===== src/core_defs.svh =====
`ifndef CORE_DEFS_SVH
`define CORE_DEFS_SVH

// datapath and address width
`define CORE_XLEN 32

// architectural registers, x0 included
`define CORE_REGS 32

// data memory depth in words, power of two so addresses wrap cleanly
`define CORE_DMEM_WORDS 64

// first fetch address after reset
`define CORE_RESET_PC 32'h0000_0000

`endif


===== src/isa_pkg.sv =====
`default_nettype none

`include "core_defs.svh"

package isa_pkg;

	// data, addresses and instructions
	typedef logic [`CORE_XLEN-1:0] word_t;

	// register index
	typedef logic [$clog2(`CORE_REGS)-1:0] reg_idx_t;

	// major opcodes of the supported subset
	typedef enum logic [6:0] {
		OPC_OP     = 7'b0110011,
		OPC_OP_IMM = 7'b0010011,
		OPC_LOAD   = 7'b0000011,
		OPC_STORE  = 7'b0100011,
		OPC_BRANCH = 7'b1100011
	} opcode_e;

	// alu operations
	typedef enum logic [3:0] {
		ALU_ADD = 4'd0,
		ALU_SUB = 4'd1,
		ALU_AND = 4'd2,
		ALU_OR  = 4'd3,
		ALU_XOR = 4'd4,
		ALU_SLT = 4'd5,
		ALU_SLL = 4'd6,
		ALU_SRL = 4'd7
	} alu_op_e;

endpackage

`default_nettype wire


===== src/alu.sv =====
`default_nettype none

`include "core_defs.svh"

module alu (
	input  isa_pkg::word_t   a_i,
	input  isa_pkg::word_t   b_i,
	input  isa_pkg::alu_op_e op_i,
	output isa_pkg::word_t   result_o,
	output logic             zero_o
);

	logic [$clog2(`CORE_XLEN)-1:0] shamt;

	assign shamt = b_i[$clog2(`CORE_XLEN)-1:0];

	always_comb begin
		case (op_i)
			isa_pkg::ALU_ADD: result_o = a_i + b_i;
			isa_pkg::ALU_SUB: result_o = a_i - b_i;
			isa_pkg::ALU_AND: result_o = a_i & b_i;
			isa_pkg::ALU_OR:  result_o = a_i | b_i;
			isa_pkg::ALU_XOR: result_o = a_i ^ b_i;
			// signed compare, result is 0 or 1
			isa_pkg::ALU_SLT: result_o = isa_pkg::word_t'($signed(a_i) < $signed(b_i));
			isa_pkg::ALU_SLL: result_o = a_i << shamt;
			isa_pkg::ALU_SRL: result_o = a_i >> shamt;
			default:          result_o = '0;
		endcase
	end

	// beq decision
	assign zero_o = (result_o == '0);

endmodule

`default_nettype wire


===== config.mk =====
export PLATFORM = sky130hd
export DESIGN_NAME = alu
export DESIGN_NICKNAME = d
export VERILOG_FILES = /design/src/isa_pkg.sv /design/src/alu.sv
export VERILOG_INCLUDE_DIRS = /design/src /design/src/src
export SDC_FILE = /design/constraint.sdc
export NUM_CORES = 1
export LEC_CHECK = 0
export ABC_AREA = 1
export BUFFER_PORTS_ARGS = -buffer_cell sky130_fd_sc_hd__buf_2
export CAP_MARGIN = 20
export CELL_PAD_IN_SITES_DETAIL_PLACEMENT = 1
export CELL_PAD_IN_SITES_GLOBAL_PLACEMENT = 2
export CORE_ASPECT_RATIO = 0.9
export CORE_MARGIN = 4
export CORE_UTILIZATION = 33
export DETAILED_ROUTE_END_ITERATION = 7
export PLACE_DENSITY_LB_ADDON = 0.1
export SLEW_MARGIN = 10
export SYNTH_ARGS = -nofsm -noshare
export SYNTH_HDL_FRONTEND = slang
export SYNTH_SLANG_ARGS = --single-unit

===== constraint.sdc =====
create_clock -name vclk -period 6.6
set_input_delay 0.99 -clock vclk [all_inputs]
set_output_delay 0.99 -clock vclk [all_outputs]
set_load 0.02 [all_outputs]

==> metrics.yaml <==
status: "complete, no violations"
yosysMostFrequentCell: "nand2_1"
finalSetupTns_ns: 0
cts_hold_buf: 0
vias: 13900
gp_congestion: 0.992
switching_share_pct: 73.5
slew_headroom_pct: 42.5
drt_wl_total_mm: 58.1
pin_count: 101
synth_area_um2: 10200
drtPass1Iterations: 5
required_ns: 5.61
antenna_found_initial: 2
avgRoutedWirePerCell_um: 22.9
clkbuf_count: 0
drive_gt1_share_pct: 8.50
critPathKind: "input pin to primary output"
switchingPower_w: 0.000706
rsz0062_at_grt: "false"
start_kind: "input pin"
period_minus_slack_ns: 5.74
die_x_um: 193
grt_pass1_vias: 13300
nets: 2307
crit_fanout: 37
ys_top_cells_by_area: "nand2_1 (23%), nand3_1 (20%), ha_1 (13%)"
power.density_nw_per_um2: 88.7
hold_viol_final: 0
port_buffers: 101
avgViaCountPerCell: 5.49
core_um2: 30200
syn2layout_area_growth_pct: 6.09
synthDistinctLibCells: 42
syn_inst: 2106
ir_drop_mv: 0.0426
stdcell_area_um2: 10800
synthTopCellsByCount: "nand2_1 (633), nand3_1 (409), inv_1 (325), nor2_1 (233), ha_1 (105)"
overflow: 0
start_util_pct: 33.8
postCtsSetupBuffers: 0
worst_setup_path_end_kind: "primary output"
synth_fp_nets: 2281
internal_power_w: 0.000254
yosys_warnings: 0
die_area_um2: 33800
arrival_ns: 4.75
tightest_slew_ns: 0.861
maxCapViolCount: 0
synth_top_area_share_pct: 23.3
setup_violations: 0
fmax_mhz: 174
post-dp-hpwl_mm: 49.3
holdWs_ns: 2.64
synth_top_area_cell: "nand2_1"
first_iter_violations: 1614
slew_viol_final: 0
leakagePower_nw: 6.42
antenna_left: 0
ctsResizeCount: 0
pwr-share-clk_pct: 0
drc: 0
dieHeight_um: 175
grt_pass1_wl_mm: 85.9
seq_cell_count: 0
avgSynthCellArea_um2: 4.85
seq_power_share_pct: 0
fp-row-count: 60
power_frac_comb_pct: 100.0
seqCellArea_um2: 0
hp-class: "input pin to primary output"
ys_seq_area_share_pct: 0
placed_cell_area_um2: 10800
track_usage_pct: 32.7
grt_max_degree: 70
period_share_pct: 86.9
-- kinds of logic after synthesis --
kind of cell / count (synthesis) / share of synthesized area, %
AND/OR/NAND/NOR: 1394 / 59.8
buffers and inverters: 429 / 17.3
AO/OA/AOI/OAI: 174 / 9.46
adder cells (fa/ha/maj): 107 / 13.3
XOR/XNOR: 1 / 0.0858
multiplexers: 1 / 0.0981
-- layout by cell type, fill, tap and decap left out, types with 22 or more instances in the layout --
master / count
nand2_1: 633
nand3_1: 409
inv_1: 324
nor2_1: 233
ha_1: 105
buf_2: 101
a21oi_1: 69
o21ai_0: 43
nand4_1: 29
nand2_2: 23
o22ai_1: 22
-- path summary, 6_finish.rpt --
check / startpoint / end / depth (start not counted)
setup / recovery: b_i[0] / zero_o / 21
hold / removal: op_i[0] / result_o[0] / 6
-- area by class of cell --
cell class / count / area (um^2)
fill: 4523 / 19300
multi-input combinational: 1677 / 8440
inverter: 338 / 1270
timing repair buffer: 115 / 611
tap: 403 / 504
antenna: 1 / 2.50
-- worst max-delay path, stage by stage --
cell     delay (ns)
buf_2          0.11
buf_4          0.42
ha_1           0.45
fa_1           0.34
nand2_1        0.11
a21oi_2        0.32
nand2_1        0.14
nand2_1        0.16
nand2_1        0.09
nand2_1        0.10
nand2_1        0.08
nand2_1        0.06
nand2_1        0.05
nand3_1        0.08
nand2_1        0.07
nor2_1         0.37
nand2_1        0.11
nor2_1         0.20
nand3_1        0.19
nor2_1         0.12
buf_2          0.17
-- power by group through the flow --
stage	clock [W]	sequential, W	combinational, W
6_report	0.0000000000205	0	0.000960
5_1_grt	0	0	0.00105
4_1_cts	0	0	0.000940
3_5_place_dp	0	0	0.000937
3_3_place_gp	0	0	0.000927
2_1_floorplan	0	0	0.000602
-- stage by stage --
step | instances | setup slack [ns] | util (%) | total power (W)
4_1_cts | 2533 | 1.01 | 35.9 | 0.000940
5_1_grt | 2533 | 0.762 | 35.9 | 0.00105
3_3_place_gp | 2533 | 0.945 | 35.9 | 0.000927
2_1_floorplan | 2106 | 2.10 | - | 0.000602
6_report | 2534 | 0.864 | 35.9 | 0.000960
3_5_place_dp | 2533 | 1.04 | 35.9 | 0.000937
-- per-layer routing --
metal / vias to the layer above / global-route usage, % / share of wire [%]
met2: 512 / 50.4 / 42
li1: 6741 / - / -
met4: 0 / 8.38 / 3.2
met1: 6592 / 48.7 / 48
met3: 57 / 3.20 / 6.8
met5: - / 0 / 0
Note: power is estimated with default switching activity, not from simulation.
