$ cat src/core_defs.svh
`ifndef CORE_DEFS_SVH
`define CORE_DEFS_SVH

// datapath and address width
`define CORE_XLEN 32

// architectural registers, x0 included
`define CORE_REGS 32

// data memory depth in words, power of two so addresses wrap cleanly
`define CORE_DMEM_WORDS 64

// first fetch address after reset
`define CORE_RESET_PC 32'h0000_0000

`endif

$ cat src/isa_pkg.sv
`default_nettype none

`include "core_defs.svh"

package isa_pkg;

	// data, addresses and instructions
	typedef logic [`CORE_XLEN-1:0] word_t;

	// register index
	typedef logic [$clog2(`CORE_REGS)-1:0] reg_idx_t;

	// major opcodes of the supported subset
	typedef enum logic [6:0] {
		OPC_OP     = 7'b0110011,
		OPC_OP_IMM = 7'b0010011,
		OPC_LOAD   = 7'b0000011,
		OPC_STORE  = 7'b0100011,
		OPC_BRANCH = 7'b1100011
	} opcode_e;

	// alu operations
	typedef enum logic [3:0] {
		ALU_ADD = 4'd0,
		ALU_SUB = 4'd1,
		ALU_AND = 4'd2,
		ALU_OR  = 4'd3,
		ALU_XOR = 4'd4,
		ALU_SLT = 4'd5,
		ALU_SLL = 4'd6,
		ALU_SRL = 4'd7
	} alu_op_e;

endpackage

`default_nettype wire

$ cat src/data_mem.sv
`default_nettype none

`include "core_defs.svh"

module data_mem (
	input  logic           clk,
	input  logic           rst_n,
	input  logic           read_i,
	input  logic           write_i,
	input  isa_pkg::word_t addr_i,
	input  isa_pkg::word_t wdata_i,
	output isa_pkg::word_t rdata_o
);

	localparam int IDX_W = $clog2(`CORE_DMEM_WORDS);

	isa_pkg::word_t   mem [`CORE_DMEM_WORDS];
	logic [IDX_W-1:0] idx;

	// word index, upper address bits wrap
	assign idx = addr_i[IDX_W+1:2];

	always_ff @(posedge clk or negedge rst_n) begin
		if (!rst_n) begin
			for (int i = 0; i < `CORE_DMEM_WORDS; i++)
				mem[i] <= '0;
		end else if (write_i) begin
			mem[idx] <= wdata_i;
		end
	end

	assign rdata_o = read_i ? mem[idx] : '0;

	// one memory instruction per cycle, and never both lw and sw at once
	assert property (@(posedge clk) disable iff (!rst_n) !(read_i && write_i))
		else $error("data memory read and write in the same cycle");

endmodule

`default_nettype wire

$ cat config.mk
export PLATFORM = sky130hd
export DESIGN_NAME = data_mem
export DESIGN_NICKNAME = d
export VERILOG_FILES = /design/src/isa_pkg.sv /design/src/data_mem.sv
export VERILOG_INCLUDE_DIRS = /design/src /design/src/src
export SDC_FILE = /design/constraint.sdc
export NUM_CORES = 2
export LEC_CHECK = 0
export BUFFER_PORTS_ARGS = -buffer_cell sky130_fd_sc_hd__buf_2
export CORE_MARGIN = 2
export CORE_UTILIZATION = 40
export CTS_CLUSTER_SIZE = 12
export DETAILED_ROUTE_END_ITERATION = 8
export SKIP_LAST_GASP = 1
export SLEW_MARGIN = 0
export SYNTH_ARGS = -nofsm -noshare
export SYNTH_HDL_FRONTEND = slang
export SYNTH_SLANG_ARGS = --single-unit
$ cat constraint.sdc
create_clock -name clk -period 5.2 [get_ports clk]
set_input_delay 1.04 -clock clk [delete_from_list [all_inputs] [get_ports clk]]
set_output_delay 1.04 -clock clk [all_outputs]
set_load 0.005 [all_outputs]
==> impl_metrics.json <==
{
  "outcome": "finished, final reports clean",
  "wl_met1_mm": 122,
  "top_regs": "mem (2048)",
  "async_reset_ff_share_pct": 100,
  "vias": 58600,
  "max_clock_freq_mhz": 197,
  "avgSynthCellArea_sq_um": 14.1,
  "cap_violations": 0,
  "stdcell_count": 9557,
  "cts_tree": "yes",
  "clock_sinks": 2048,
  "dieArea_sq_um": 233000,
  "rows": 175,
  "worstMarginPinSlew_ns": 1.26,
  "grt_pass1_vias": 60800,
  "portBuffers": 73,
  "placed_cells": 9193,
  "rsz0062_at_grt": "no",
  "antenna_left": 0,
  "start_util_pct": 40.3,
  "top_layer_used": "met5",
  "fin_nets": 6464,
  "wl_met3_mm": 16.2,
  "worstPathArrival_ns": 4.03,
  "hold_buffers": 0,
  "rrSetupSlack_ns": 4.38,
  "crit_path_start_kind": "input pin",
  "critPathCaptureType": "output pin",
  "largest_reg_flops": 2048,
  "path_max_fanout": 38,
  "grt_max_degree": 131,
  "synth_top_area_cell": "dfrtp_1",
  "leakagePower_nw": 47.1,
  "gp_congestion": 0.817,
  "ys.flop_type": "dfrtp_1",
  "clockBufferDepth": 3,
  "yosysMostFrequentCell": "mux2_2",
  "finalCriticalPeriod_ns": 5.07,
  "synth_seq_cells": 2048,
  "crit_chain": "buf_8, nor2b_4, buf_12, buf_4, a22oi_1, o22ai_1, nor4_1, nand3_1, o31a_1, buf_2",
  "grt_pass1_wl_mm": 419,
  "fillerInstances": 20200,
  "die_h_microns": 483,
  "netlist_instances": 6506,
  "synth.top_cell.area_share_pct": 55.8,
  "slowest_stage": "nor4_1",
  "r2r-end": "mem[799]",
  "finalHoldViolCount": 0,
  "post-route-period-util_pct": 97.6,
  "critPathKind": "in -> out",
  "yosys_warnings": 0,
  "drive_above_1_share_pct": 46.1,
  "synth_sequential_area_ratio_pct": 55.8,
  "setup_viol": 0,
  "largest-register": "mem",
  "post-dp-hpwl_mm": 169,
  "drt_pass1_iterations": 6,
  "routedWlPerCell_microns": 29.5,
  "hp-class": "in -> async",
  "die_x_microns": 483,
  "clock_latency_ns": 0.88,
  "clock_skew_ns": 0,
  "synth-edff-count": 0,
  "crit_path_max_incr_delay_ns": 0.67,
  "grt.overflow.total": 0,
  "synthTopCellsByCount": "mux2_2 (2085), dfrtp_1 (2048), clkbuf_1 (350)",
  "clk_pin_slew_ns": 0.06,
  "fin_tns_setup_ns": 0,
  "cts_resized": 0,
  "reg2reg_from": "mem[799]",
  "synthTopCellsByArea": "dfrtp_1 (56%), mux2_2 (26%), mux4_2 (3.3%)",
  "post_cts_buffers": 0,
  "syn2layout_area_growth_pct": 12.7,
  "p_per_area_nw_per_um2": 374,
  "drt_iter0_markers": 5286,
  "cts_buffers": 210,
  "ir_drop_v": 0.000294,
  "antenna_found_initial": 12,
  "cp.required_ns": 4.16,
  "ios": 100,
  "ctsRootBufferMaster": "clkbuf_16",
  "mappedNetlistNets": 6574,
  "drc": 0,
  "drv_slew": 0,
  "core_area_sq_um": 228000,
  "h-tree-depth": 4,
  "detail_route.vias_per_cell": 6.13,
  "met2_wirelength_mm": 133,
  "syn_area_sq_um": 91800,
  "ys_types": 55,
  "slew_headroom_pct": 16.2,
  "grt_usage_pct": 23.9,
  "wl_mm": 281,
  "r2r_cells": 1
}
where the power goes:
group | internal [W] | switching [W]
Sequential | 0.0181 | 0.00102
Combinational | 0.00248 | 0.00227
Clock | 0.00839 | 0.00647
Total | 0.0289 | 0.00977
worst max-delay path, delay by kind of cell:
kind | cells | cell delay (ns)
AOI/OAI and AO/OA | 3 | 0.77
buffers and inverters | 4 | 0.93
and+or+nand+nor | 3 | 1.18
cell families after synthesis:
family,after synthesis,share of synthesized area [%]
multiplexers,2333,30.1
flip-flops,2048,55.8
AO/OA/AOI/OAI,1021,8.69
buffers and inverters,734,3.41
AND/OR/NAND/NOR,370,1.96
cell type report:
type                       instances  area, sq um  area share [%]
antenna                            5         12.5          0.0121
multi-input combinational       3724        37800            36.6
clock buffer                     316         6130            5.92
inverter                           1         8.76         0.00846
clock inverter                    43          559           0.540
tap                             3009         3760            3.64
sequential                      2048        51200            49.5
timing repair buffer             411         3940            3.80
per-layer routing:
| metal | GRT usage, % | up-vias |
|---|---|---|
| met5 | 0 | - |
| met4 | 8.64 | 4 |
| met3 | 3.60 | 469 |
| met2 | 38.4 | 1864 |
| met1 | 32.8 | 31900 |
| li1 | - | 24400 |
cell usage in the layout, fill, tap and decap left out, types with 91 or more instances in the layout:
| cell | count |
|---|---|
| mux2i_1 | 103 |
| mux2_2 | 2085 |
| a22oi_1 | 279 |
| buf_4 | 259 |
| dfrtp_1 | 2048 |
| o22ai_1 | 151 |
| clkbuf_16 | 212 |
| mux4_2 | 135 |
| nor3_1 | 91 |
| a221oi_1 | 291 |
how the worst max path moves through the flow:
| stage | start | end | slack [ns] |
|---|---|---|---|
| global route | addr_i[2] | rdata_o[26] | 0.13 |
| detailed placement | addr_i[2] | rdata_o[26] | 0.19 |
| floorplan | addr_i[2] | rdata_o[17] | 1.25 |
| global placement | addr_i[2] | rdata_o[26] | 0.17 |
| finish | addr_i[2] | rdata_o[26] | 0.13 |
| CTS | addr_i[2] | rdata_o[26] | 0.20 |
stage by stage:
step	hold WS, ns	utilization [%]	power (W)	setup WS [ns]	cell area, sq um
3_3_place_gp	0.464	42.5	0.0238	0.174	96800
4_1_cts	0.271	45.4	0.0390	0.201	103000
2_1_floorplan	0.453	-	0.0223	1.25	91800
3_5_place_dp	0.476	42.5	0.0241	0.193	96800
6_report	0.285	45.4	0.0387	0.127	103000
5_1_grt	0.313	45.4	0.0403	0.131	103000
Note: power is estimated with default switching activity, not from simulation.
