==> src/core_defs.svh <==
`ifndef CORE_DEFS_SVH
`define CORE_DEFS_SVH

// datapath and address width
`define CORE_XLEN 32

// architectural registers, x0 included
`define CORE_REGS 32

// data memory depth in words, power of two so addresses wrap cleanly
`define CORE_DMEM_WORDS 64

// first fetch address after reset
`define CORE_RESET_PC 32'h0000_0000

`endif

==> src/isa_pkg.sv <==
`default_nettype none

`include "core_defs.svh"

package isa_pkg;

	// data, addresses and instructions
	typedef logic [`CORE_XLEN-1:0] word_t;

	// register index
	typedef logic [$clog2(`CORE_REGS)-1:0] reg_idx_t;

	// major opcodes of the supported subset
	typedef enum logic [6:0] {
		OPC_OP     = 7'b0110011,
		OPC_OP_IMM = 7'b0010011,
		OPC_LOAD   = 7'b0000011,
		OPC_STORE  = 7'b0100011,
		OPC_BRANCH = 7'b1100011
	} opcode_e;

	// alu operations
	typedef enum logic [3:0] {
		ALU_ADD = 4'd0,
		ALU_SUB = 4'd1,
		ALU_AND = 4'd2,
		ALU_OR  = 4'd3,
		ALU_XOR = 4'd4,
		ALU_SLT = 4'd5,
		ALU_SLL = 4'd6,
		ALU_SRL = 4'd7
	} alu_op_e;

endpackage

`default_nettype wire

==> src/pipe_pkg.sv <==
`default_nettype none

package pipe_pkg;

	// control bundle from decode, all clear means bubble
	typedef struct packed {
		isa_pkg::alu_op_e alu_op;
		logic             use_imm;
		logic             mem_read;
		logic             mem_write;
		logic             reg_write;
		logic             is_branch;
	} ctrl_t;

	typedef struct packed {
		logic           valid;
		isa_pkg::word_t pc;
		isa_pkg::word_t instr;
	} if_id_t;

	typedef struct packed {
		logic              valid;
		isa_pkg::word_t    pc;
		ctrl_t             ctrl;
		isa_pkg::reg_idx_t rs1;
		isa_pkg::reg_idx_t rs2;
		isa_pkg::reg_idx_t rd;
		isa_pkg::word_t    rs1_val;
		isa_pkg::word_t    rs2_val;
		isa_pkg::word_t    imm;
	} id_ex_t;

	typedef struct packed {
		logic              valid;
		ctrl_t             ctrl;
		isa_pkg::reg_idx_t rd;
		isa_pkg::word_t    alu_result;
		isa_pkg::word_t    store_data;
	} ex_mem_t;

	// result already selected between load data and alu output
	typedef struct packed {
		logic              valid;
		logic              reg_write;
		isa_pkg::reg_idx_t rd;
		isa_pkg::word_t    result;
	} mem_wb_t;

	// operand source for execute
	typedef enum logic [1:0] {
		FWD_NONE = 2'b00,
		FWD_MEM  = 2'b01,
		FWD_WB   = 2'b10
	} fwd_sel_e;

endpackage

`default_nettype wire

==> src/hazard_unit.sv <==
`default_nettype none

module hazard_unit (
	input  isa_pkg::reg_idx_t  id_rs1_i,
	input  isa_pkg::reg_idx_t  id_rs2_i,
	input  isa_pkg::reg_idx_t  ex_rs1_i,
	input  isa_pkg::reg_idx_t  ex_rs2_i,
	input  logic               ex_mem_read_i,
	input  logic               mem_reg_write_i,
	input  logic               wb_reg_write_i,
	input  isa_pkg::reg_idx_t  ex_rd_i,
	input  isa_pkg::reg_idx_t  mem_rd_i,
	input  isa_pkg::reg_idx_t  wb_rd_i,
	input  logic               branch_taken_i,
	output pipe_pkg::fwd_sel_e fwd_a_o,
	output pipe_pkg::fwd_sel_e fwd_b_o,
	output logic               stall_o,
	output logic               flush_o
);

	logic load_use;

	// memory stage is younger than writeback, so it is checked first
	function automatic pipe_pkg::fwd_sel_e pick_source(
		input isa_pkg::reg_idx_t src,
		input logic              mem_we,
		input isa_pkg::reg_idx_t mem_rd,
		input logic              wb_we,
		input isa_pkg::reg_idx_t wb_rd
	);
		if (mem_we && mem_rd != '0 && mem_rd == src)
			return pipe_pkg::FWD_MEM;
		if (wb_we && wb_rd != '0 && wb_rd == src)
			return pipe_pkg::FWD_WB;
		return pipe_pkg::FWD_NONE;
	endfunction

	assign fwd_a_o = pick_source(ex_rs1_i, mem_reg_write_i, mem_rd_i, wb_reg_write_i, wb_rd_i);
	assign fwd_b_o = pick_source(ex_rs2_i, mem_reg_write_i, mem_rd_i, wb_reg_write_i, wb_rd_i);

	// load result only exists after the memory stage
	assign load_use = ex_mem_read_i && ex_rd_i != '0
		&& (ex_rd_i == id_rs1_i || ex_rd_i == id_rs2_i);

	assign flush_o = branch_taken_i;
	// flush wins in the stage registers of the core
	assign stall_o = load_use;

	// execute holds one instruction, never a load and a taken branch together
	always_comb begin
		assert final (!(stall_o && flush_o))
			else $error("stall and flush in the same cycle");
	end

endmodule

`default_nettype wire

==> config.mk <==
export PLATFORM = sky130hd
export DESIGN_NAME = hazard_unit
export DESIGN_NICKNAME = d
export VERILOG_FILES = /design/src/isa_pkg.sv /design/src/pipe_pkg.sv /design/src/hazard_unit.sv
export VERILOG_INCLUDE_DIRS = /design/src /design/src/src
export SDC_FILE = /design/constraint.sdc
export NUM_CORES = 1
export LEC_CHECK = 0
export BUFFER_PORTS_ARGS = -buffer_cell sky130_fd_sc_hd__buf_2
export CORE_AREA = 2 2 39 41
export DETAILED_ROUTE_END_ITERATION = 16
export DIE_AREA = 0 0 41 43
export PLACE_DENSITY = 0.81
export SETUP_SLACK_MARGIN = 0.1
export SLEW_MARGIN = 10
export SYNTH_ARGS = -nofsm -noshare
export SYNTH_HDL_FRONTEND = slang
export SYNTH_SLANG_ARGS = --single-unit
==> constraint.sdc <==
create_clock -name vclk -period 2.2
set_clock_uncertainty 0.15 [all_clocks]
set_input_delay 0.44 -clock vclk [all_inputs]
set_output_delay 0.44 -clock vclk [all_outputs]
set_load 0.005 [all_outputs]
==> flow_summary.ini <==
[floorplanning]
initial_core_util = 0.288
io_pins = 45
die_area_sq_um = 1760
fp.dieH_microns = 43
die-width_microns = 41
rows = 14
coreArea_sq_um = 1380

[sta]
finalWorstSetupSlack_ps = -62.7
post-route-min-period_ps = 2260
slew_violations = 0
setup-tns-final_ps = -74.2
hold_ws_ps = 730
finalHoldViolCount = 0
tightest_slew_ps = 314
max-slew-margin-rel = 0.789
max_clock_freq_mhz = 442
setup_viol = 2
rsz0062_at_grt = true
fin_crit_sh = 1.03

[clocking]
hold_buffers = 0

[power]
combPwrFrac = 1.000
ir_worst_vdd_mv = 0.0867
intPower_w = 0.0000713
p_clk_frac = 0
pwr-share-seq = 0
p_leak_nw = 0.343
switchingPower_w = 0.0000581
totalPowerFinal_w = 0.000129
p_sw_frac = 0.449
power_density_nw_per_um2 = 179

[layout]
n_sequential_cell = 0
multiInputGateArea_sq_um = 419
regArea_sq_um = 0
postLayoutCoreUtil = 0.524
drive_gt1_frac = 0.571
num-fill-cells = 124
clock_buffers = 0
diodes = 0
finalNetCount = 139
areaGrowthSynthToFinish_pct = 81.5

[job]
maxCapViolCount = 0

[placement]
port_buffers = 43
place_congestion = 0.780
place_ws_ps = -124

[outcome]
violations = setup timing
status = finished with violations

[grt]
globalRouteTotalUtil = 0.151
grt_pass1_wl_mm = 1.94
grt_max_degree = 4
grt.overflow.total = 0
grt_pass1_vias = 522
antenna_found_initial = 0

[critical_path]
start_kind = input pin
critical_path_required_ps = 1610
crit_type = in -> out
endpoint_kind = output port
cp_data_arrival_time_ps = 1670
critical_path_peak_fanout = 3

[route]
drt-total-wl_mm = 1.32
wl_per_cell_microns = 11.6
ant_nets = 0
dr.pass1.iters = 2
via_count = 546
drc = 0
first_iter_violations = 2
via_per_inst = 4.79

[synth]
syn_inst = 50
syn-cell-area_sq_um = 399
ys_warn_count = 0
synth.distinct_cells = 12
post_synth.cell_area_avg_sq_um = 7.98
ys_seq_area_frac = 0
syn-num-nets = 89

[hold_path]
hp-class = in -> out
==> repair_timing <==
| action | CTS | global route |
|---|---|---|
| endpoints found under the setup margin | 2 | 5 |
| resized for setup | 8 | 3 |
| pin swaps | 9 | 0 |
| setup buffers | 1 | 0 |
==> placed cells by master (no fill, tap or decap) <==
cell type  netlist  final
nand3_1          4      4
a21oi_1          1      1
buf_2            0     39
buf_4            1      6
or4_1            5      3
xnor2_1         10     10
xor2_1          20     20
o21ai_1          1      2
nor4_2           2      4
buf_6            0      4
o21ai_4          0      1
nor3_1           2      2
or4_4            0      2
==> area by class of cell <==
cell class / count / share of cell area
multi-input combinational: 49 / 0.579
timing repair buffer: 49 / 0.394
tap: 16 / 0.0276
==> critical path, cell delays in order <==
cell    delay (ps)
buf_6          100
xor2_1         150
or4_1          540
nor4_2         290
buf_2          150
==> logic make-up after synthesis <==
kind of cell,share of synthesized area
compound gates,0.0595
xor+xnor,0.658
buf+inv,0.0188
simple gates,0.263
==> metal layers <==
metal  track usage  vias to the layer above  share of wire
met5             0                        -              0
met4             0                        0              0
met3       0.00524                        0           0.12
met2         0.322                       39           0.52
met1         0.149                      229           0.36
li1              -                      278              -
==> path summary, 6_finish.rpt <==
check                 slack, ps  depth (start not counted)      startpoint          to
worst max-delay path        -60                          5      wb_rd_i[4]  fwd_b_o[1]
worst min-delay path        730                          0  branch_taken_i     flush_o
==> through the flow <==
step           cell area (sq um)  std cells
2_1_floorplan                399         50
3_3_place_gp                 664        113
3_5_place_dp                 664        113
4_1_cts                      711        114
5_1_grt                      724        114
6_report                     724        114
==> synthesized netlist by cell type <==
master | number | area [sq um]
xnor2_1 | 10 | 87.6
nor3_1 | 2 | 10.0
o21ai_0 | 1 | 5.00
nand3_1 | 4 | 20.0
o21ai_2 | 1 | 8.76
xor2_1 | 20 | 175
nor4_1 | 2 | 12.5
o21ai_1 | 1 | 5.00
or4_1 | 5 | 37.5
buf_4 | 1 | 7.51
a21oi_1 | 1 | 5.00
nor4_2 | 2 | 25.0
==> power groups by stage <==
stage               combinational, W  sequential, W  clock [W]
finish                      0.000129              0          0
global route                0.000141              0          0
CTS                         0.000127              0          0
detailed placement          0.000117              0          0
global placement            0.000113              0          0
floorplan                  0.0000509              0          0
Power figures use the tool's default switching activity.
