File: src/core_defs.svh
`ifndef CORE_DEFS_SVH
`define CORE_DEFS_SVH

// datapath and address width
`define CORE_XLEN 32

// architectural registers, x0 included
`define CORE_REGS 32

// data memory depth in words, power of two so addresses wrap cleanly
`define CORE_DMEM_WORDS 64

// first fetch address after reset
`define CORE_RESET_PC 32'h0000_0000

`endif

File: src/isa_pkg.sv
`default_nettype none

`include "core_defs.svh"

package isa_pkg;

	// data, addresses and instructions
	typedef logic [`CORE_XLEN-1:0] word_t;

	// register index
	typedef logic [$clog2(`CORE_REGS)-1:0] reg_idx_t;

	// major opcodes of the supported subset
	typedef enum logic [6:0] {
		OPC_OP     = 7'b0110011,
		OPC_OP_IMM = 7'b0010011,
		OPC_LOAD   = 7'b0000011,
		OPC_STORE  = 7'b0100011,
		OPC_BRANCH = 7'b1100011
	} opcode_e;

	// alu operations
	typedef enum logic [3:0] {
		ALU_ADD = 4'd0,
		ALU_SUB = 4'd1,
		ALU_AND = 4'd2,
		ALU_OR  = 4'd3,
		ALU_XOR = 4'd4,
		ALU_SLT = 4'd5,
		ALU_SLL = 4'd6,
		ALU_SRL = 4'd7
	} alu_op_e;

endpackage

`default_nettype wire

File: src/regfile.sv
`default_nettype none

`include "core_defs.svh"

module regfile (
	input  logic              clk,
	input  logic              rst_n,
	input  isa_pkg::reg_idx_t rs1_i,
	input  isa_pkg::reg_idx_t rs2_i,
	output isa_pkg::word_t    rs1_data_o,
	output isa_pkg::word_t    rs2_data_o,
	input  logic              we_i,
	input  isa_pkg::reg_idx_t rd_i,
	input  isa_pkg::word_t    rd_data_i
);

	// x0 has no storage
	isa_pkg::word_t regs [1:`CORE_REGS-1];

	// same-cycle write wins over the stored value
	function automatic isa_pkg::word_t read_port(input isa_pkg::reg_idx_t idx);
		if (idx == '0)
			return '0;
		if (we_i && rd_i == idx)
			return rd_data_i;
		return regs[idx];
	endfunction

	always_comb begin
		rs1_data_o = read_port(rs1_i);
		rs2_data_o = read_port(rs2_i);
	end

	always_ff @(posedge clk or negedge rst_n) begin
		if (!rst_n) begin
			for (int i = 1; i < `CORE_REGS; i++)
				regs[i] <= '0;
		end else if (we_i && rd_i != '0) begin
			regs[rd_i] <= rd_data_i;
		end
	end

	// decode clears the write enable for rd x0, so x0 never changes
	assert property (@(posedge clk) disable iff (!rst_n) we_i |-> rd_i != '0)
		else $error("regfile write aimed at x0");

endmodule

`default_nettype wire

File: config.mk
export PLATFORM = sky130hd
export DESIGN_NAME = regfile
export DESIGN_NICKNAME = d
export VERILOG_FILES = /design/src/isa_pkg.sv /design/src/regfile.sv
export VERILOG_INCLUDE_DIRS = /design/src /design/src/src
export SDC_FILE = /design/constraint.sdc
export NUM_CORES = 2
export LEC_CHECK = 0
export BUFFER_PORTS_ARGS = -buffer_cell sky130_fd_sc_hd__buf_2
export CORE_AREA = 5 5 341 343
export CTS_BUF_LIST = sky130_fd_sc_hd__clkbuf_16
export CTS_CLUSTER_DIAMETER = 100
export DETAILED_ROUTE_END_ITERATION = 7
export DIE_AREA = 0 0 346 348
export GPL_ROUTABILITY_DRIVEN = 0
export MAX_ROUTING_LAYER = met4
export PLACE_DENSITY = 0.75
export SLEW_MARGIN = 0
export SYNTH_ARGS = -nofsm -noshare
export SYNTH_HDL_FRONTEND = slang
export SYNTH_SLANG_ARGS = --single-unit
export TNS_END_PERCENT = 50
File: constraint.sdc
create_clock -name clk -period 2.8 [get_ports clk]
set_clock_uncertainty 0.2 [all_clocks]
set_input_delay 0.42 -clock clk [delete_from_list [all_inputs] [get_ports clk]]
set_output_delay 0.42 -clock clk [all_outputs]
set_load 0.005 [all_outputs]
==> results <==
- The average vias per placed instance is 6.853.
- The boundary pin count is 114.
- The first detailed-routing pass took 6 iterations.
- The switching share of total power is 28.20%.
- The biggest cell delay along the critical path is 0.46 ns.
- Once detail routing completed, the nets flagged for antenna violations numbered 0.
- Sorting the synthesized cells by area gives the leading types as sky130_fd_sc_hd__dfrtp_1 46%, sky130_fd_sc_hd__mux2_2 22%, sky130_fd_sc_hd__mux4_2 19%.
- The detailed-placement wirelength estimate is 116.7 mm.
- The worst setup path is launched from a flip-flop.
- Per report_power, the combinational group accounts for 23.7% of the total.
- The horizontal extent of the die is 346 µm.
- The register with the highest flop count is regs.
- The first global-routing pass estimated 266.6 mm of wire.
- Summing internal, switching and leakage power gives 42.58 mW.
- In the final layout, the share of cells above drive strength 1 is 61.36%.
- For this design the ratio of total power to cell area is 664.1 mW/mm².
- Setup repair after global routing could not meet its margin everywhere.
- The number of global-route vias before repair is 38.92k.
- The final count of pins violating max slew is 0.
- The most frequently used cell type in the post-synthesis netlist is sky130_fd_sc_hd__mux2_2.
- On the critical path the largest part of the delay comes from multiplexers.
- The final number of setup-violating endpoints is 64.
- The starting density of the core is 47.41%.
- The all-layer global routing usage is 30.53%.
- After floorplanning, the core was sized to cover 0.1133 mm².
- The cell area after synthesis is 0.05369 mm².
- The floorplan die area is 0.1204 mm².
- The fraction of post-synthesis cell area in the top cell type by area is 46.23%.
- The clock transition at the registers of the reported paths is 0.06 ns.
- The count of fill cells added during filler insertion is 8737.
- On the final layout, the worst hold slack is 0.02109 ns.
- The minimum clock period is 3.308 ns.
- The initial antenna violation count is 12.
- Summed over all cells, the static leakage comes to 27.85 nW.
- The cell-internal power is 30.57 mW.
- CTS built an H-tree with a depth of 3.
- The fraction of power consumed by sequential logic is 45.4%.
- The final hold violation count is 0.
- The library cell occupying the most area in the post-synthesis netlist is sky130_fd_sc_hd__dfrtp_1.
- The slowest stage of the critical path belongs to the cell sky130_fd_sc_hd__mux4_2.
- The worst setup slack after layout is -0.5080 ns.
- The final route contains 37.65k vias.
- For this run, design rule violations remaining after detail routing come to 0.
- Together, buffers and inverters on the worst path number 2.
- Derived from the worst setup path, the maximum achievable clock frequency is 0.3023 GHz.
- The number of storage elements in the synthesis netlist is 992.
- Dividing the final minimum period by the clock period gives 118.1%.
- At the worst endpoint, the arrival time is 2.69 ns.
- Along the worst path, the maximum fanout reaches 3.
- The transition time at the pin with the least slew margin is 0.8345 ns.
- The most common flop cell mapped by yosys is sky130_fd_sc_hd__dfrtp_1.
- The critical path start-end classification is reg -> out.
- Measured against its own limit, the worst slew margin works out to 44.18%.
- Clock latency on the worst-skew pair, taken at its later pin, is 0.67 ns.
- The checks that failed: negative setup slack.
- For this block, the routed nets add up to 181.0 mm of wire.
- The layout-stage area growth over the synthesis result is 19.41%.
- In the final layout, the registers with the most flip-flops are regs x992.
- CTS saw 992 sinks.
- TritonCTS built the clock tree.
- The sort of element at the end of the critical path is a primary output.
- The worst hold path class is in -> reg.
- After synthesis, the most frequently instantiated cells are 1055 x sky130_fd_sc_hd__mux2_2, 992 x sky130_fd_sc_hd__dfrtp_1, 446 x sky130_fd_sc_hd__mux4_2.
- The root buffer cell chosen for the clock tree is sky130_fd_sc_hd__clkbuf_16.
- Cells fill 56.61% of the core in the end.
- After global routing the overflow that remains totals 0.
- Sequential elements use 46.23% of the synthesized area.
- From bottom edge to top edge, the die measures 348 µm.
- After detailed routing, the average wire length per cell comes to 32.95 µm.
- Each instance of the synthesized netlist takes up on average 15.07 µm².
- Data on the critical path is required at its endpoint by 2.18 ns.
- The maximum root-to-sink buffer count is 3.
- Counting every net in the synthesized netlist gives 3613.
- The final layout net count is 3943.
- Synthesis handed over a netlist of 3563 instances.
- In this run the tool buffered the top-level ports with 113 buffer cells.
- The run finished, with violations left.
- The share of flip-flops with an asynchronous set or reset is 100.0%.
- Counting flops with a built-in enable in the synthesized netlist gives 0.
- The signal on the critical path passes through mux4_2 > mux2_4 > a221oi_2 > buf_4 > a2111oi_4 > a21o_1 > buf_2.
- The pin count of the biggest net entering global routing is 101.
- IR analysis of the VDD net gives a maximum drop of 552.7 µV.
- The number of placement rows is 124.
- The flip-flop count of the largest register, all copies and words added is 992.
- The clock buffer count from CTS is 99.
- The detailed router finished its first iteration with 4297 violations.
- The number of distinct library cells after synthesis is 58.
- The net load switching power is 12.01 mW.
- The tool flagged a number of max-cap violations equal to 0.
- Per report_power, the clock group accounts for 30.9% of the total.
- The yosys synthesis warning count is 0.
==> layout make-up <==
cell class              count  area (µm²)  area share, %
clock inverters            78       608.1         0.9484
repair buffers            629        6370          9.935
well taps                1512        1892          2.951
diodes                     12       30.03        0.04683
flip-flops and latches    992       24820          38.72
multi-input cells        2170       27890          43.50
inverters                   1       3.754       0.005854
clock buffers             100        2502          3.903
==> kinds of logic after synthesis <==
logic type / share of synthesized area (%)
flip-flops: 46.23
AND/OR/NAND/NOR: 1.839
buffers and inverters: 3.617
XOR/XNOR: 0.1631
AO/OA/AOI/OAI: 5.807
multiplexers: 42.34
==> placed cells by master (no fill, tap or decap), types with 12 or more instances in the layout <==
| cell type | count |
|---|---|
| sky130_fd_sc_hd__mux2_2 | 1044 |
| sky130_fd_sc_hd__dfrtp_1 | 992 |
| sky130_fd_sc_hd__mux4_2 | 446 |
| sky130_fd_sc_hd__buf_4 | 367 |
| sky130_fd_sc_hd__buf_12 | 136 |
| sky130_fd_sc_hd__buf_2 | 102 |
| sky130_fd_sc_hd__clkbuf_16 | 101 |
| sky130_fd_sc_hd__mux2i_1 | 79 |
| sky130_fd_sc_hd__a221oi_1 | 50 |
| sky130_fd_sc_hd__a221oi_2 | 40 |
| sky130_fd_sc_hd__o2bb2ai_1 | 38 |
| sky130_fd_sc_hd__nand2_1 | 35 |
| sky130_fd_sc_hd__o22ai_1 | 34 |
| sky130_fd_sc_hd__nor2b_1 | 33 |
| sky130_fd_sc_hd__o21ai_0 | 31 |
| sky130_fd_sc_hd__o31a_1 | 29 |
| sky130_fd_sc_hd__a22o_1 | 28 |
| sky130_fd_sc_hd__nor2_1 | 22 |
| sky130_fd_sc_hd__nor2_4 | 22 |
| sky130_fd_sc_hd__clkinv_2 | 22 |
| sky130_fd_sc_hd__clkinv_1 | 21 |
| sky130_fd_sc_hd__inv_1 | 21 |
| sky130_fd_sc_hd__a21oi_2 | 19 |
| sky130_fd_sc_hd__nand2_2 | 15 |
| sky130_fd_sc_hd__a211oi_1 | 14 |
| sky130_fd_sc_hd__a221o_1 | 13 |
| sky130_fd_sc_hd__diode_2 | 12 |
| sky130_fd_sc_hd__a211oi_2 | 12 |
==> final timing paths <==
kind                              startpoint        endpoint  slack [ns]  cells past startpoint
worst max-delay path               regs[572]  rs1_data_o[28]       -0.51                      7
worst max register to register     regs[566]       regs[566]        1.69                      2
worst min-delay path            rd_data_i[8]        regs[40]        0.02                      2
min in group asynchronous              rst_n       regs[337]        0.12                      2
max in group asynchronous              rst_n       regs[867]        1.28                      3
worst min register to register     regs[444]       regs[444]        0.32                      1
==> worst reg2reg max path: cells and delay by family, from the launching register on <==
| kind | cells | cell delay, ns |
|---|---|---|
| DFF | 1 | 0.40 |
| muxes | 1 | 0.26 |
| buffers and inverters | 1 | 0.14 |
==> metrics by stage <==
| step | setup TNS, ns | std cells | instance area [µm²] | worst slack, ns |
|---|---|---|---|---|
| after CTS | -19.68 | 5474 | 63820 | -0.5076 |
| after global placement | -21.06 | 5291 | 59970 | -0.9241 |
| after global routing | -22.83 | 5491 | 64110 | -0.5508 |
| after detailed placement | -21.43 | 5291 | 59970 | -0.9473 |
| final | -19.32 | 5494 | 64120 | -0.5080 |
| after floorplan | 0 | 3563 | 53690 | 0.07018 |
==> timing repair <==
action                     CTS  global route
pin swaps                   81            11
hold buffers                 2             0
gates cloned                 1             1
setup buffers                9             7
resized for setup          128            33
hold endpoints to repair   287             0
setup endpoints to repair   64            64
==> power by group through the flow <==
stage / logic, mW / clock network (mW) / registers, mW
detailed placement: 9.60 / 0 / 19.4
floorplan: 6.78 / 0 / 18.6
finish: 10.1 / 13.2 / 19.3
global route: 10.7 / 13.9 / 19.6
CTS: 9.94 / 13.3 / 19.2
global placement: 9.34 / 0 / 19.2
==> layer usage <==
layer	routed length, µm	track usage [%]	vias up
li1	-	-	14680
met1	69070	39.37	19980
met2	82700	45.75	2349
met3	18420	7.510	640
met4	10840	14.83	0
met5	0	-	-
No activity file was read; power rests on OpenSTA's default activity.
