===== src/core_defs.svh =====
`ifndef CORE_DEFS_SVH
`define CORE_DEFS_SVH

// datapath and address width
`define CORE_XLEN 32

// architectural registers, x0 included
`define CORE_REGS 32

// data memory depth in words, power of two so addresses wrap cleanly
`define CORE_DMEM_WORDS 64

// first fetch address after reset
`define CORE_RESET_PC 32'h0000_0000

`endif


===== src/isa_pkg.sv =====
`default_nettype none

`include "core_defs.svh"

package isa_pkg;

	// data, addresses and instructions
	typedef logic [`CORE_XLEN-1:0] word_t;

	// register index
	typedef logic [$clog2(`CORE_REGS)-1:0] reg_idx_t;

	// major opcodes of the supported subset
	typedef enum logic [6:0] {
		OPC_OP     = 7'b0110011,
		OPC_OP_IMM = 7'b0010011,
		OPC_LOAD   = 7'b0000011,
		OPC_STORE  = 7'b0100011,
		OPC_BRANCH = 7'b1100011
	} opcode_e;

	// alu operations
	typedef enum logic [3:0] {
		ALU_ADD = 4'd0,
		ALU_SUB = 4'd1,
		ALU_AND = 4'd2,
		ALU_OR  = 4'd3,
		ALU_XOR = 4'd4,
		ALU_SLT = 4'd5,
		ALU_SLL = 4'd6,
		ALU_SRL = 4'd7
	} alu_op_e;

endpackage

`default_nettype wire


===== src/pipe_pkg.sv =====
`default_nettype none

package pipe_pkg;

	// control bundle from decode, all clear means bubble
	typedef struct packed {
		isa_pkg::alu_op_e alu_op;
		logic             use_imm;
		logic             mem_read;
		logic             mem_write;
		logic             reg_write;
		logic             is_branch;
	} ctrl_t;

	typedef struct packed {
		logic           valid;
		isa_pkg::word_t pc;
		isa_pkg::word_t instr;
	} if_id_t;

	typedef struct packed {
		logic              valid;
		isa_pkg::word_t    pc;
		ctrl_t             ctrl;
		isa_pkg::reg_idx_t rs1;
		isa_pkg::reg_idx_t rs2;
		isa_pkg::reg_idx_t rd;
		isa_pkg::word_t    rs1_val;
		isa_pkg::word_t    rs2_val;
		isa_pkg::word_t    imm;
	} id_ex_t;

	typedef struct packed {
		logic              valid;
		ctrl_t             ctrl;
		isa_pkg::reg_idx_t rd;
		isa_pkg::word_t    alu_result;
		isa_pkg::word_t    store_data;
	} ex_mem_t;

	// result already selected between load data and alu output
	typedef struct packed {
		logic              valid;
		logic              reg_write;
		isa_pkg::reg_idx_t rd;
		isa_pkg::word_t    result;
	} mem_wb_t;

	// operand source for execute
	typedef enum logic [1:0] {
		FWD_NONE = 2'b00,
		FWD_MEM  = 2'b01,
		FWD_WB   = 2'b10
	} fwd_sel_e;

endpackage

`default_nettype wire


===== src/decoder.sv =====
`default_nettype none

`include "core_defs.svh"

module decoder (
	input  isa_pkg::word_t    instr_i,
	output pipe_pkg::ctrl_t   ctrl_o,
	output isa_pkg::word_t    imm_o,
	output isa_pkg::reg_idx_t rs1_o,
	output isa_pkg::reg_idx_t rs2_o,
	output isa_pkg::reg_idx_t rd_o
);

	logic [2:0]     funct3;
	logic           funct7_b5;
	logic           funct7_ok;
	isa_pkg::word_t imm_i_type;
	isa_pkg::word_t imm_s_type;
	isa_pkg::word_t imm_b_type;

	assign funct3    = instr_i[14:12];
	assign funct7_b5 = instr_i[30];
	// only bit 5 of funct7 may be set in the register form
	assign funct7_ok = ({instr_i[31], instr_i[29:25]} == '0);

	assign rs1_o = instr_i[19:15];
	assign rs2_o = instr_i[24:20];
	assign rd_o  = instr_i[11:7];

	assign imm_i_type = {{(`CORE_XLEN-12){instr_i[31]}}, instr_i[31:20]};
	assign imm_s_type = {{(`CORE_XLEN-12){instr_i[31]}}, instr_i[31:25], instr_i[11:7]};
	assign imm_b_type = {{(`CORE_XLEN-13){instr_i[31]}}, instr_i[31], instr_i[7],
		instr_i[30:25], instr_i[11:8], 1'b0};

	always_comb begin
		ctrl_o        = '0;
		ctrl_o.alu_op = isa_pkg::ALU_ADD;
		imm_o         = imm_i_type;
		case (isa_pkg::opcode_e'(instr_i[6:0]))
			isa_pkg::OPC_OP: begin
				ctrl_o.reg_write = funct7_ok;
				case ({funct7_b5, funct3})
					4'b0_000: ctrl_o.alu_op = isa_pkg::ALU_ADD;
					4'b1_000: ctrl_o.alu_op = isa_pkg::ALU_SUB;
					4'b0_111: ctrl_o.alu_op = isa_pkg::ALU_AND;
					4'b0_110: ctrl_o.alu_op = isa_pkg::ALU_OR;
					4'b0_100: ctrl_o.alu_op = isa_pkg::ALU_XOR;
					4'b0_010: ctrl_o.alu_op = isa_pkg::ALU_SLT;
					4'b0_001: ctrl_o.alu_op = isa_pkg::ALU_SLL;
					4'b0_101: ctrl_o.alu_op = isa_pkg::ALU_SRL;
					default:  ctrl_o.reg_write = 1'b0;
				endcase
			end
			isa_pkg::OPC_OP_IMM: begin
				ctrl_o.use_imm   = 1'b1;
				ctrl_o.reg_write = 1'b1;
				case (funct3)
					3'b000:  ctrl_o.alu_op = isa_pkg::ALU_ADD;
					3'b111:  ctrl_o.alu_op = isa_pkg::ALU_AND;
					3'b110:  ctrl_o.alu_op = isa_pkg::ALU_OR;
					3'b100:  ctrl_o.alu_op = isa_pkg::ALU_XOR;
					3'b010:  ctrl_o.alu_op = isa_pkg::ALU_SLT;
					// immediate shifts and sltiu are not supported
					default: ctrl_o = '0;
				endcase
			end
			isa_pkg::OPC_LOAD: begin
				if (funct3 == 3'b010) begin
					ctrl_o.use_imm   = 1'b1;
					ctrl_o.mem_read  = 1'b1;
					ctrl_o.reg_write = 1'b1;
				end
			end
			isa_pkg::OPC_STORE: begin
				imm_o = imm_s_type;
				if (funct3 == 3'b010) begin
					ctrl_o.use_imm   = 1'b1;
					ctrl_o.mem_write = 1'b1;
				end
			end
			isa_pkg::OPC_BRANCH: begin
				imm_o = imm_b_type;
				// beq compares through a subtract and the zero flag
				if (funct3 == 3'b000) begin
					ctrl_o.alu_op    = isa_pkg::ALU_SUB;
					ctrl_o.is_branch = 1'b1;
				end
			end
			default: ctrl_o = '0;
		endcase
		// writes to x0 are dropped here, so nothing downstream sees them
		if (rd_o == '0)
			ctrl_o.reg_write = 1'b0;
	end

endmodule

`default_nettype wire


===== config.mk =====
export PLATFORM = sky130hd
export DESIGN_NAME = decoder
export DESIGN_NICKNAME = d
export VERILOG_FILES = /design/src/isa_pkg.sv /design/src/pipe_pkg.sv /design/src/decoder.sv
export VERILOG_INCLUDE_DIRS = /design/src /design/src/src
export SDC_FILE = /design/constraint.sdc
export NUM_CORES = 1
export LEC_CHECK = 0
export ABC_AREA = 0
export BUFFER_PORTS_ARGS = -buffer_cell sky130_fd_sc_hd__buf_2
export CAP_MARGIN = 20
export CORE_AREA = 5 5 45 62
export DETAILED_ROUTE_END_ITERATION = 7
export DIE_AREA = 0 0 50 67
export PLACE_DENSITY = 0.78
export SLEW_MARGIN = 20
export SYNTH_ARGS = -nofsm -noshare
export SYNTH_HDL_FRONTEND = slang
export SYNTH_SLANG_ARGS = --single-unit

===== constraint.sdc =====
create_clock -name vclk -period 2.2
set_input_delay 0.66 -clock vclk [all_inputs]
set_output_delay 0.66 -clock vclk [all_outputs]
set_load 0.05 [all_outputs]

==> impl_metrics.py, run 1 <==
metrics = {
    "run_status": {
        "status": "finished, violations left",
        "violations": "setup timing",
    },
    "sta": {
        "fin_tns_setup_ns": -1.83,
        "fmax_mhz": 413,
        "period_needed_ns": 2.42,
        "hold_violations": 0,
        "drv_slew": 0,
        "fin_ws_ns": -0.219,
        "period_share": 1.10,
        "finalSetupViolations": 13,
        "rsz0062_at_grt": "true",
    },
    "logic_synthesis": {
        "synth_fp_nets": 131,
        "ys_seq_area_frac": 0,
        "syn_inst": 99,
        "yosysWarningCount": 0,
        "syn_area_per_cell_um2": 7.06,
        "synth_cell_type_count": 31,
        "syn_area_um2": 699,
    },
    "placed_design": {
        "dp_slack_ns": -0.369,
        "portBuffers": 77,
        "place.detailed.hpwl_um": 1940,
        "place_congestion": 0.812,
    },
    "power": {
        "p_leak_uw": 0.000637,
        "power.density_nw_per_um2": 268,
        "vdd_drop_max_mv": 0.189,
    },
    "grt": {
        "grt-busiest-layer": "met2",
        "grtUsageMet3": 0.0313,
        "grt_util_all_layers": 0.133,
        "met2_usage": 0.269,
        "use_met1": 0.141,
        "grt_max_degree": 22,
        "grt_overflow_total": 0,
        "grt_pass1_wl_um": 3740,
        "antenna_found_initial": 0,
        "grt_pass1_vias": 868,
    },
    "floorplan": {
        "die_w_um": 50,
        "rows": 20,
        "dieArea_um2": 3350,
        "io_pins": 88,
        "die_y_um": 67,
        "initial_utilization": 0.325,
        "core_region_area_um2": 2150,
    },
    "setup_path": {
        "worstPathMaxFanout": 7,
        "crit_required_ns": 1.54,
        "worstPathArrival_ns": 1.76,
        "critPathLaunchType": "input port",
        "end_kind": "output pin",
        "critPathKind": "input port to output pin",
    },
    "hold_path": {
        "hold_path.class": "input port to output pin",
    },
    "finish": {
        "nClkBuffers": 0,
        "syn2layout_area_growth_pct": 84.6,
        "finish.utilization": 0.600,
        "final_net_count": 187,
        "drive_gt1_frac": 0.837,
        "seqCellArea_um2": 0,
        "seq_cell_count": 0,
        "fill_cells": 193,
        "antenna_cells": 0,
    },
    "route": {
        "vias_per_cell": 4.83,
        "firstDrtPassIters": 2,
        "wl_per_cell_um": 13.6,
        "wl_um": 2380,
        "drc_errors": 0,
        "ant_nets": 0,
        "drt_iter0_drc": 7,
        "vias": 845,
    },
    "clock_network": {
        "cts_hold_buf": 0,
    },
    "job": {
        "cap_violations": 0,
    },
}
## timing repair
item | 4_1_cts | 5_1_grt
buffers inserted | 2 | 0
setup endpoints to repair | 14 | 14
gates resized for setup | 60 | 5
pin swaps | 13 | 1
## area by class of cell
cell class / instances / area (µm²) / area share
Tap cell: 22 / 27.5 / 0.0213
Timing Repair Buffer: 98 / 704 / 0.546
Inverter: 2 / 7.51 / 0.00581
Multi-Input combinational cell: 53 / 552 / 0.427
## per-stage QoR
stage	std cells	hold slack, ns	total power (µW)	instance area, µm²
floorplan	99	1.38	277	811
global placement	173	1.32	303	1030
detailed placement	173	1.32	307	1030
CTS	175	1.32	344	1270
global route	175	1.32	363	1290
finish	175	1.32	347	1290
## worst paths after layout
kind | startpoint | endpoint | slack [ns] | depth (start not counted)
worst max-delay path | instr_i[0] | imm_o[4] | -0.22 | 6
worst min-delay path | instr_i[16] | rs1_o[1] | 1.32 | 0
## where the power goes
part	switching, µW	internal [µW]	leakage [µW]	total [µW]
Clock	0	0	0	0
Combinational	235	112	0.000637	347
Sequential	0	0	0	0
## cells in the final DEF (no fill, tap or decap), drive strengths merged, types with 2 or more instances in the layout
master  Yosys  layout
buf        44      98
nand2       9       9
nor2        6       6
mux2        5       5
nor2b       5       5
nor3        3       3
nand2b      2       2
inv         2       2
nand3b      2       2
o21ai       2       2
a21oi       2       2
## metal layers
metal	vias up	wire length, µm
met5	-	0
met4	0	0
met3	0	337
met2	63	1230
met1	374	811
li1	408	-
## synthesized netlist by cell type, drive strengths merged, types with 2 or more instances
cell,number,area share
a21oi,2,0.014
nand2,9,0.048
o21ai,2,0.014
inv,2,0.011
buf,44,0.47
nor2,6,0.032
nand2b,2,0.018
nand3b,2,0.021
nor3,3,0.038
nor2b,5,0.045
mux2,5,0.080
## cells by family after synthesis
logic type,count (synthesis),share of synthesized area
AO/OA/AOI/OAI,13,0.143
multiplexers,5,0.0805
other,1,0.00536
AND/OR/NAND/NOR,34,0.286
buffers and inverters,46,0.485
## worst max-delay path, cell delays in order
cell and delay (ns):
buf_2 0.10, and4bb_2 0.24, buf_4 0.16, nand2_8 0.10, mux2_2 0.35, buf_6 0.15
Note: power is estimated with default switching activity, not from simulation.
==> inputs of run 2 (changes only) <==
clock period = 2.6 ns   (was 2.2 ns; I/O delays follow)
==> run 2 against run 1 <==
Cell count up 0.57%. The flow still finishes with violations (setup timing). Count of clock-buffer cells in the layout unchanged. Cell area decreased by 13%. Die area did not move. Via count grew 0.36%. Total power fell by 23%. Core utilization shrank 7.6 points. Highest routed layer unchanged. Wire length down 5.6%. Combinational power fell by 23%. Critical path depth did not move.
==> impl_metrics.py, run 2 (synthesis gave the netlist of run 1 again) <==
metrics = {
    "run_status": {
        "violations": "setup timing",
        "status": "finished, violations left",
    },
    "route": {
        "firstDrtPassIters": 4,
        "ant_nets": 0,
        "drt_iter0_drc": 4,
        "vias": 848,
        "wl_um": 2250,
        "wl_per_cell_um": 12.8,
        "vias_per_cell": 4.82,
        "drc_errors": 0,
    },
    "sta": {
        "hold_violations": 0,
        "fmax_mhz": 371,
        "timing.hold.ws_ns": 1.56,
        "period_share": 1.04,
        "finalSetupViolations": 6,
        "period_needed_ns": 2.70,
        "rsz0062_at_grt": "true",
        "fin_ws_ns": -0.0979,
        "drv_slew": 0,
    },
    "setup_path": {
        "crit_required_ns": 1.82,
        "end_kind": "output pin",
        "worstPathMaxFanout": 3,
        "critPathLaunchType": "input port",
        "worstPathArrival_ns": 1.92,
        "critPathKind": "input port to output pin",
    },
    "grt": {
        "grt_max_degree": 22,
        "grt_util_all_layers": 0.125,
        "grt_pass1_vias": 872,
        "grt_pass1_wl_um": 3580,
        "antenna_found_initial": 0,
        "grt_overflow_total": 0,
    },
    "finish": {
        "syn2layout_area_growth_pct": 61.2,
        "drive_gt1_frac": 0.799,
        "seqCellArea_um2": 0,
        "seq_cell_count": 0,
        "layout_common_cells": "buf_2, buf_4, buf_6, nand2_1, mux2_2",
        "final_net_count": 188,
        "final_common_cell": "buf_2",
        "antenna_cells": 0,
        "layout.cells.non_filler": 176,
        "finish.utilization": 0.524,
        "nClkBuffers": 0,
    },
    "placed_design": {
        "portBuffers": 77,
        "place.detailed.hpwl_um": 1990,
        "dp_slack_ns": -0.241,
        "place_congestion": 0.735,
        "dp_cells": 176,
    },
    "power": {
        "power.density_nw_per_um2": 238,
        "vdd_drop_max_mv": 0.146,
        "finalPower_uw": 268,
        "p_leak_uw": 0.000571,
    },
    "floorplan": {
        "initial_utilization": 0.325,
        "die_y_um": 67,
        "die_w_um": 50,
        "dieArea_um2": 3350,
        "rows": 20,
        "io_pins": 88,
        "core_region_area_um2": 2150,
    },
    "hold_path": {
        "hold_path.class": "input port to output pin",
    },
    "job": {
        "cap_violations": 0,
    },
}
==> run 2: cell types whose count changed in the layout (fill, tap and decap cells not counted), moves of 2 or more <==
cell and delta:
buf_2 +8, buf_4 +8, buf_6 -11, buf_8 -4, nand2_2 +3, nor2_1 +2, nor2_4 -2, nor2b_1 +2
nor2b_4 -2
==> run 2: per-layer routing <==
layer	GRT usage	routed length, µm
met1	0.133	799
met2	0.256	1170
met3	0.0268	277
met4	0	0
met5	0	0
==> run 2: where the power goes <==
part           leakage (µW)  switching, µW  internal [µW]
combinational      0.000571            189           79.0
clock                     0              0              0
sequential                0              0              0
total              0.000571            189           79.0
==> run 2: worst paths after layout <==
path	cells past startpoint	from	to	slack, ns
max	6	instr_i[2]	ctrl_o[1]	-0.1
min	0	instr_i[16]	rs1_o[1]	1.56
==> run 2: layout make-up <==
| type | instances | area [µm²] |
|---|---|---|
| multi-input cells | 53 | 472 |
| well taps | 22 | 27.5 |
| inverters | 2 | 7.51 |
| repair buffers | 99 | 621 |
| fillers | 213 | 1020 |
==> run 2: timing repair <==
item / in CTS / in global routing
pin swaps: 7 / 4
endpoints found under the hold margin: 0 / 0
endpoints found under the setup margin: 13 / 14
gates cloned: 0 / 0
gates resized for setup: 12 / 22
setup buffers: 0 / 0
hold buffers: 0 / 0
==> run 2: critical path, stage by stage <==
cell and delay, ns:
buf_6 0.09, and4bb_2 0.33, o2111ai_2 0.12, nand4b_1 0.26, a21oi_4 0.16, buf_6 0.17
==> run 2: through the flow <==
stage / setup TNS [ns] / cell area [µm²]
2_1_floorplan: -0.333 / 795
3_3_place_gp: -1.38 / 1030
3_5_place_dp: -1.54 / 1030
4_1_cts: -0.427 / 1070
5_1_grt: -0.651 / 1130
6_report: -0.292 / 1130
